### src/hw/pinmux_pkg.sv
package pinmux_pkg;

  localparam int MAX_PINS           = 32;  // one pad per data bit
  localparam int RESET_STRETCH_BITS = 6;   // top bit sets after 32 cycles

  typedef logic [MAX_PINS-1:0] pin_vec_t;

  typedef enum logic [1:0] {
    FUNC_GPIO = 2'd0,
    FUNC_ALT1 = 2'd1,
    FUNC_ALT2 = 2'd2,
    FUNC_ALT3 = 2'd3
  } pin_func_e;

  typedef pin_func_e [MAX_PINS-1:0] msel_vec_t;  // entry n selects pad n

  typedef struct packed {
    pin_vec_t  gpio_out;
    pin_vec_t  gpio_dir;
    msel_vec_t msel;
  } pad_cfg_t;

  typedef enum logic [1:0] {
    RESP_OKAY   = 2'd0,
    RESP_SLVERR = 2'd2
  } axil_resp_e;

  typedef struct packed {
    logic        awvalid;
    logic [7:0]  awaddr;
    logic        wvalid;
    logic [31:0] wdata;
    logic        bready;
    logic        arvalid;
    logic [7:0]  araddr;
    logic        rready;
  } axil_req_t;

  typedef struct packed {
    logic        awready;
    logic        wready;
    logic        bvalid;
    axil_resp_e  bresp;
    logic        arready;
    logic        rvalid;
    logic [31:0] rdata;
    axil_resp_e  rresp;
  } axil_rsp_t;

  typedef enum logic [1:0] {
    ST_IDLE,
    ST_WRITE_RESP,
    ST_READ_RESP
  } ctrl_state_e;

  localparam logic [7:0] REG_GPIO_OUT = 8'h00;
  localparam logic [7:0] REG_GPIO_DIR = 8'h04;
  localparam logic [7:0] REG_MSEL_LO  = 8'h08;  // pads 0 to 15
  localparam logic [7:0] REG_MSEL_HI  = 8'h0C;  // pads 16 to 31
  localparam logic [7:0] REG_GPIO_IN  = 8'h10;  // read only
  localparam logic [7:0] REG_IRQ      = 8'h14;  // bit 0 irq_out, bit 1 irq in

  // one bit set for every pad that exists in the bank
  function automatic pin_vec_t pin_mask(input int unsigned n);
    pin_vec_t m;
    for (int i = 0; i < MAX_PINS; i++)
    begin
      m[i] = (i < n);
    end
    return m;
  endfunction

  // both select bits set for every pad that exists
  function automatic logic [2*MAX_PINS-1:0] msel_mask(input int unsigned n);
    logic [2*MAX_PINS-1:0] m;
    for (int i = 0; i < MAX_PINS; i++)
    begin
      m[2*i +: 2] = (i < n) ? 2'b11 : 2'b00;
    end
    return m;
  endfunction

endpackage

### src/hw/reset_stretch.sv
`timescale 1ns/1ps

module reset_stretch
(
  input  logic wMEM_CLK,
  input  logic rst_n_i,
  output logic sys_rst_n_o
);

  localparam int TOP = pinmux_pkg::RESET_STRETCH_BITS - 1;

  logic [TOP:0] cnt_q;  // stretch counter

  always_ff @(posedge wMEM_CLK)
  begin
    if (!rst_n_i)
    begin
      cnt_q <= '0;
    end
    else if (!cnt_q[TOP])
    begin
      cnt_q <= cnt_q + 1'b1;  // stops once the top bit is set
    end
  end

  // internal reset releases with the top bit, 32 edges after rst_n_i
  assign sys_rst_n_o = cnt_q[TOP];

endmodule

### src/hw/pad_input_sync.sv
`timescale 1ns/1ps

module pad_input_sync #(
  parameter int NUM_PINS = 31
)
(
  input  logic                 wMEM_CLK,
  input  logic                 rst_n_i,
  input  pinmux_pkg::pin_vec_t pad_in_i,
  input  logic                 irq_i,
  output pinmux_pkg::pin_vec_t pad_in_sync_o,
  output logic                 irq_sync_o
);

  localparam pinmux_pkg::pin_vec_t PIN_MASK = pinmux_pkg::pin_mask(NUM_PINS);

  pinmux_pkg::pin_vec_t pad_meta_q;  // first stage, may go metastable
  pinmux_pkg::pin_vec_t pad_sync_q;
  logic                 irq_meta_q;
  logic                 irq_sync_q;

  always_ff @(posedge wMEM_CLK)
  begin
    if (!rst_n_i)
    begin
      pad_meta_q <= '0;
      pad_sync_q <= '0;
      irq_meta_q <= 1'b0;
      irq_sync_q <= 1'b0;
    end
    else
    begin
      pad_meta_q <= pad_in_i & PIN_MASK;  // unused pads read as zero
      pad_sync_q <= pad_meta_q;
      irq_meta_q <= irq_i;
      irq_sync_q <= irq_meta_q;
    end
  end

  assign pad_in_sync_o = pad_sync_q;
  assign irq_sync_o    = irq_sync_q;

endmodule

### src/hw/pinmux_regs.sv
`timescale 1ns/1ps

module pinmux_regs #(
  parameter int NUM_PINS = 31
)
(
  input  logic                  wMEM_CLK,
  input  logic                  rst_n_i,
  input  pinmux_pkg::axil_req_t axil_req_i,
  output pinmux_pkg::axil_rsp_t axil_rsp_o,
  input  pinmux_pkg::pin_vec_t  pad_in_sync_i,
  input  logic                  irq_sync_i,
  output pinmux_pkg::pad_cfg_t  pad_cfg_o,
  output logic                  irq_o
);

  localparam pinmux_pkg::pin_vec_t PIN_MASK  = pinmux_pkg::pin_mask(NUM_PINS);
  localparam logic [63:0]          MSEL_MASK = pinmux_pkg::msel_mask(NUM_PINS);

  pinmux_pkg::ctrl_state_e state_q;
  pinmux_pkg::pin_vec_t    gpio_out_q;
  pinmux_pkg::pin_vec_t    gpio_dir_q;
  logic [63:0]             msel_q;     // two bits per pad
  logic                    irq_out_q;

  logic [31:0]             rdata_q;    // response payload
  pinmux_pkg::axil_resp_e  bresp_q;
  pinmux_pkg::axil_resp_e  rresp_q;

  logic                    wr_accept;
  logic                    rd_accept;
  logic                    wr_known;
  logic                    rd_known;
  logic [31:0]             rd_word;

  // write wins, a half-presented write still blocks the read
  assign wr_accept = (state_q == pinmux_pkg::ST_IDLE) &&
                     axil_req_i.awvalid && axil_req_i.wvalid;
  assign rd_accept = (state_q == pinmux_pkg::ST_IDLE) && axil_req_i.arvalid &&
                     !axil_req_i.awvalid && !axil_req_i.wvalid;

  always_comb
  begin
    case (axil_req_i.awaddr)
      pinmux_pkg::REG_GPIO_OUT,
      pinmux_pkg::REG_GPIO_DIR,
      pinmux_pkg::REG_MSEL_LO,
      pinmux_pkg::REG_MSEL_HI,
      pinmux_pkg::REG_GPIO_IN,  // accepted, write ignored
      pinmux_pkg::REG_IRQ:      wr_known = 1'b1;
      default:                  wr_known = 1'b0;
    endcase
  end

  always_comb
  begin
    rd_known = 1'b1;
    case (axil_req_i.araddr)
      pinmux_pkg::REG_GPIO_OUT: rd_word = gpio_out_q;
      pinmux_pkg::REG_GPIO_DIR: rd_word = gpio_dir_q;
      pinmux_pkg::REG_MSEL_LO:  rd_word = msel_q[31:0];
      pinmux_pkg::REG_MSEL_HI:  rd_word = msel_q[63:32];
      pinmux_pkg::REG_GPIO_IN:  rd_word = pad_in_sync_i;
      pinmux_pkg::REG_IRQ:      rd_word = {30'd0, irq_sync_i, irq_out_q};
      default:
      begin
        rd_word  = '0;  // unknown offset reads zero
        rd_known = 1'b0;
      end
    endcase
  end

  always_ff @(posedge wMEM_CLK)
  begin
    if (!rst_n_i)
    begin
      state_q    <= pinmux_pkg::ST_IDLE;
      gpio_out_q <= '0;
      gpio_dir_q <= '0;  // all pads released
      msel_q     <= '0;
      irq_out_q  <= 1'b0;
    end
    else
    begin
      case (state_q)
        pinmux_pkg::ST_IDLE:
        begin
          if (wr_accept)
          begin
            state_q <= pinmux_pkg::ST_WRITE_RESP;
          end
          else if (rd_accept)
          begin
            state_q <= pinmux_pkg::ST_READ_RESP;
          end
        end
        pinmux_pkg::ST_WRITE_RESP:
        begin
          if (axil_req_i.bready)
          begin
            state_q <= pinmux_pkg::ST_IDLE;
          end
        end
        pinmux_pkg::ST_READ_RESP:
        begin
          if (axil_req_i.rready)
          begin
            state_q <= pinmux_pkg::ST_IDLE;
          end
        end
        default: state_q <= pinmux_pkg::ST_IDLE;
      endcase

      if (wr_accept)
      begin
        case (axil_req_i.awaddr)
          pinmux_pkg::REG_GPIO_OUT: gpio_out_q <= axil_req_i.wdata & PIN_MASK;
          pinmux_pkg::REG_GPIO_DIR: gpio_dir_q <= axil_req_i.wdata & PIN_MASK;
          pinmux_pkg::REG_MSEL_LO:  msel_q[31:0]  <= axil_req_i.wdata & MSEL_MASK[31:0];
          pinmux_pkg::REG_MSEL_HI:  msel_q[63:32] <= axil_req_i.wdata & MSEL_MASK[63:32];
          pinmux_pkg::REG_IRQ:      irq_out_q <= axil_req_i.wdata[0];
          default: ;
        endcase
      end
    end
  end

  // response payload, held while the response is pending
  always_ff @(posedge wMEM_CLK)
  begin
    if (wr_accept)
    begin
      bresp_q <= wr_known ? pinmux_pkg::RESP_OKAY : pinmux_pkg::RESP_SLVERR;
    end
    if (rd_accept)
    begin
      rdata_q <= rd_word;
      rresp_q <= rd_known ? pinmux_pkg::RESP_OKAY : pinmux_pkg::RESP_SLVERR;
    end
  end

  assign axil_rsp_o.awready = wr_accept;
  assign axil_rsp_o.wready  = wr_accept;
  assign axil_rsp_o.bvalid  = (state_q == pinmux_pkg::ST_WRITE_RESP);
  assign axil_rsp_o.bresp   = bresp_q;
  assign axil_rsp_o.arready = rd_accept;
  assign axil_rsp_o.rvalid  = (state_q == pinmux_pkg::ST_READ_RESP);
  assign axil_rsp_o.rdata   = rdata_q;
  assign axil_rsp_o.rresp   = rresp_q;

  assign pad_cfg_o.gpio_out = gpio_out_q;
  assign pad_cfg_o.gpio_dir = gpio_dir_q;
  assign pad_cfg_o.msel     = pinmux_pkg::msel_vec_t'(msel_q);
  assign irq_o              = irq_out_q;

endmodule

### src/hw/pad_mux.sv
`timescale 1ns/1ps

module pad_mux #(
  parameter int NUM_PINS = 31
)
(
  input  pinmux_pkg::pad_cfg_t pad_cfg_i,
  input  pinmux_pkg::pin_vec_t alt1_out_i,
  input  pinmux_pkg::pin_vec_t alt2_out_i,
  input  pinmux_pkg::pin_vec_t alt2_oe_i,
  input  pinmux_pkg::pin_vec_t alt3_out_i,
  input  pinmux_pkg::pin_vec_t alt3_oe_i,
  output pinmux_pkg::pin_vec_t pad_out_o,
  output pinmux_pkg::pin_vec_t pad_oe_o
);

  for (genvar i = 0; i < NUM_PINS; i++) begin : g_pad
    logic out_sel;
    logic oe_sel;

    always_comb
    begin
      case (pad_cfg_i.msel[i])
        pinmux_pkg::FUNC_GPIO:
        begin
          out_sel = pad_cfg_i.gpio_out[i];
          oe_sel  = pad_cfg_i.gpio_dir[i];  // driven only as output
        end
        pinmux_pkg::FUNC_ALT1:
        begin
          out_sel = alt1_out_i[i];
          oe_sel  = 1'b1;                   // always driven
        end
        pinmux_pkg::FUNC_ALT2:
        begin
          out_sel = alt2_out_i[i];
          oe_sel  = alt2_oe_i[i];
        end
        default:
        begin
          out_sel = alt3_out_i[i];
          oe_sel  = alt3_oe_i[i];
        end
      endcase
    end

    assign pad_out_o[i] = out_sel & oe_sel;  // released pad reads low
    assign pad_oe_o[i]  = oe_sel;
  end

  // pads beyond the bank stay quiet
  for (genvar j = NUM_PINS; j < pinmux_pkg::MAX_PINS; j++) begin : g_unused
    assign pad_out_o[j] = 1'b0;
    assign pad_oe_o[j]  = 1'b0;
  end

endmodule

### src/hw/pinmux_top.sv
`timescale 1ns/1ps

module pinmux_top #(
  parameter int NUM_PINS = 31  // board header bank
)
(
  input  logic                  wMEM_CLK,
  input  logic                  rst_n_i,
  input  pinmux_pkg::axil_req_t axil_req_i,
  output pinmux_pkg::axil_rsp_t axil_rsp_o,
  input  pinmux_pkg::pin_vec_t  pad_in_i,
  input  pinmux_pkg::pin_vec_t  alt1_out_i,
  input  pinmux_pkg::pin_vec_t  alt2_out_i,
  input  pinmux_pkg::pin_vec_t  alt2_oe_i,
  input  pinmux_pkg::pin_vec_t  alt3_out_i,
  input  pinmux_pkg::pin_vec_t  alt3_oe_i,
  input  logic                  irq_i,
  output pinmux_pkg::pin_vec_t  pad_out_o,
  output pinmux_pkg::pin_vec_t  pad_oe_o,
  output logic                  irq_o
);

  logic                 sys_rst_n;    // stretched reset
  pinmux_pkg::pin_vec_t pad_in_sync;
  logic                 irq_sync;
  pinmux_pkg::pad_cfg_t pad_cfg;

  reset_stretch u_reset_stretch (
    .wMEM_CLK    (wMEM_CLK),
    .rst_n_i     (rst_n_i),
    .sys_rst_n_o (sys_rst_n)
  );

  pad_input_sync #(.NUM_PINS(NUM_PINS)) u_pad_input_sync (
    .wMEM_CLK      (wMEM_CLK),
    .rst_n_i       (sys_rst_n),
    .pad_in_i      (pad_in_i),
    .irq_i         (irq_i),
    .pad_in_sync_o (pad_in_sync),
    .irq_sync_o    (irq_sync)
  );

  pinmux_regs #(.NUM_PINS(NUM_PINS)) u_pinmux_regs (
    .wMEM_CLK      (wMEM_CLK),
    .rst_n_i       (sys_rst_n),
    .axil_req_i    (axil_req_i),
    .axil_rsp_o    (axil_rsp_o),
    .pad_in_sync_i (pad_in_sync),
    .irq_sync_i    (irq_sync),
    .pad_cfg_o     (pad_cfg),
    .irq_o         (irq_o)
  );

  pad_mux #(.NUM_PINS(NUM_PINS)) u_pad_mux (
    .pad_cfg_i  (pad_cfg),
    .alt1_out_i (alt1_out_i),
    .alt2_out_i (alt2_out_i),
    .alt2_oe_i  (alt2_oe_i),
    .alt3_out_i (alt3_out_i),
    .alt3_oe_i  (alt3_oe_i),
    .pad_out_o  (pad_out_o),
    .pad_oe_o   (pad_oe_o)
  );

endmodule

### config.mk
export PLATFORM = sky130hd
export DESIGN_NAME = pinmux_top
export DESIGN_NICKNAME = d
export VERILOG_FILES = /design/src/hw/pinmux_pkg.sv /design/src/hw/reset_stretch.sv /design/src/hw/pad_input_sync.sv /design/src/hw/pinmux_regs.sv /design/src/hw/pad_mux.sv /design/src/hw/pinmux_top.sv
export SDC_FILE = /design/constraint.sdc
export NUM_CORES = 1
export LEC_CHECK = 0
export ABC_AREA = 0
export BUFFER_PORTS_ARGS = -buffer_cell sky130_fd_sc_hd__buf_2
export CELL_PAD_IN_SITES_DETAIL_PLACEMENT = 1
export CELL_PAD_IN_SITES_GLOBAL_PLACEMENT = 1
export CORE_MARGIN = 4
export CORE_UTILIZATION = 40
export DETAILED_ROUTE_END_ITERATION = 12
export GPL_TIMING_DRIVEN = 1
export PLACE_DENSITY = 0.83
export SLEW_MARGIN = 20
export SYNTH_ARGS = -nofsm -noshare
export SYNTH_HDL_FRONTEND = slang
export SYNTH_HIERARCHICAL = 1
export SYNTH_SLANG_ARGS = --single-unit
### constraint.sdc
create_clock -name wMEM_CLK -period 7.1 [get_ports wMEM_CLK]
set_clock_uncertainty 0.15 [all_clocks]
set_input_delay 0 -clock wMEM_CLK [delete_from_list [all_inputs] [get_ports wMEM_CLK]]
set_output_delay 0 -clock wMEM_CLK [all_outputs]
set_load 0.02 [all_outputs]
==> impl_metrics.json <==
{
  "fillers": 3007,
  "rsz0062_at_grt": "no",
  "outcome": "finished, final reports clean",
  "final_nets": 1671,
  "syn-instance-count": 1067,
  "vias": 10200,
  "cp-start-kind": "flop",
  "insertion_delay_ns": 0.52,
  "grt_start_max_net_pins": 103,
  "cp_top_family": "simple AND/OR/NAND/NOR gates",
  "critPathSlowestCell": "nand4b_4",
  "core_mm2": 0.0262,
  "via_per_inst": 5.74,
  "hold_path_class": "in2reg",
  "worst_pin_slew_ns": 1.10,
  "crit_fanout": 62,
  "fin_crit_sh_pct": 45.6,
  "yosys_warnings": 6,
  "antenna_found_initial": 1,
  "vdd_drop_max_mv": 0.121,
  "die_w_um": 172,
  "drc_errors": 0,
  "syn_area_mm2": 0.0107,
  "drv_slew": 0,
  "wl_per_cell_um": 23.3,
  "p_per_area_mw_per_mm2": 204,
  "cts.sinks": 231,
  "relSlewSlack_pct": 26.4,
  "crit_chain": "nor4bb_2 -> dlygate4sd3_1 -> buf_4 -> nand4b_4 -> nand3_1 -> o21ai_0",
  "dp_hpwl_um": 27100,
  "root_buffer": "clkbuf_16",
  "io_buffers": 343,
  "final_cell_mix": "buf_2 (343), dfxtp_1 (196), o21ai_0 (126), nand3_1 (125), dlygate4sd3_1 (82)",
  "worstPathArrival_ns": 3.44,
  "cts_resized": 0,
  "avgSynthCellArea_um2": 10.0,
  "clk_pin_slew_ns": 0.06,
  "drt-initial-drc-count": 686,
  "setup_viol": 0,
  "clockBufferDepth": 3,
  "grt_pass1_wl_um": 61400,
  "slowest_delay_ns": 0.84,
  "overflow": 0,
  "num_rows": 59,
  "final_common_cell": "buf_2",
  "firstDrtPassIters": 5,
  "cap_viol_max_count": 0,
  "cts_tree": "done",
  "syn_to_final_growth_pct": 31.5,
  "crit_type": "reg2reg",
  "die_area_mm2": 0.0295,
  "cts_buffers": 25,
  "period_minus_slack_ns": 3.23,
  "hold_viol": 0,
  "required_ns": 7.30,
  "ctsHtreeMaxLevel": 1,
  "cts_setup_buffers": 0,
  "grtUsageTotal_pct": 26.7,
  "post-route-util_pct": 53.8,
  "p_leak_nw": 5.99,
  "ant_nets": 0,
  "initial_core_util_pct": 40.9,
  "die_height_um": 172,
  "grt_pass1_vias": 10900,
  "tns_ns": 0,
  "io_pins": 354,
  "place_congestion": 0.780,
  "cts-hold-fix-buffers": 82,
  "critical_path_buf_inv_count": 2,
  "max_freq_ghz": 0.309,
  "finalWirelength_um": 41500,
  "timing.hold.ws_ns": 0.0504,
  "drive_gt1_share_pct": 37.4,
  "total_power_mw": 2.87,
  "cp-end-kind": "flop"
}
cell type report:
type,instances,area [µm²],area share [%]
clock buffers,35,757,5.37
inverters,31,116,0.826
flip-flops and latches,231,4970,35.3
diodes,1,2.50,0.0178
repair buffers,435,2610,18.5
multi-input cells,698,5110,36.2
well taps,335,419,2.97
clock inverters,11,113,0.799
worst min-delay path, stage by stage:
cell,delay [ns]
buf_2,0.17
nor4_2,0.15
a22oi_1,0.16
nand2_1,0.07
state kept, by name, indices dropped and copies added (netlist names), 2 cells and up:
signal                          cells
u_pinmux_regs/state_q               2
u_pinmux_regs/gpio_dir_q           31
u_pad_input_sync/pad_in_sync_o     31
u_pad_input_sync/pad_meta_q        31
u_pinmux_regs/msel_q               62
u_reset_stretch/cnt_q               6
u_pinmux_regs/gpio_out_q           31
u_pinmux_regs/rdata_q              32
metal layers:
layer	global-route usage [%]	part of all wire (%)	routed length, µm	vias to the layer above
li1	-	-	-	4602
met3	4.32	7.0	2910	87
met4	10.3	3.7	1540	0
met5	0	0	0	-
met2	48.7	51	21200	437
met1	31.2	38	15800	5066
through the flow:
stage	cell area (µm²)	worst slack (ns)	instances
final	14100	3.87	1777
after global routing	14100	3.71	1777
after CTS	14100	3.95	1776
after detailed placement	12400	4.37	1648
after global placement	12400	4.39	1648
after floorplan	10700	3.79	1069
final timing paths:
kind | startpoint | end | slack [ns] | cells past startpoint
setup / recovery | u_pinmux_regs/state_q[1] | u_pinmux_regs/gpio_out_q[4] | 3.87 | 6
setup reg to reg | u_pinmux_regs/state_q[1] | u_pinmux_regs/gpio_out_q[4] | 3.87 | 6
hold / removal | axil_req_i[6] | u_pinmux_regs/rdata_q[24] | 0.05 | 4
hold reg to reg | u_pad_input_sync/pad_meta_q[19] | u_pad_input_sync/pad_in_sync_o[19] | 0.29 | 1
report_power, final:
group	internal (mW)	switching (mW)	total, mW
registers	1.33	0.00317	1.33
clock network	0.819	0.536	1.36
logic	0.0975	0.0824	0.180
total	2.25	0.622	2.87
(Power assumes the default switching activity.)
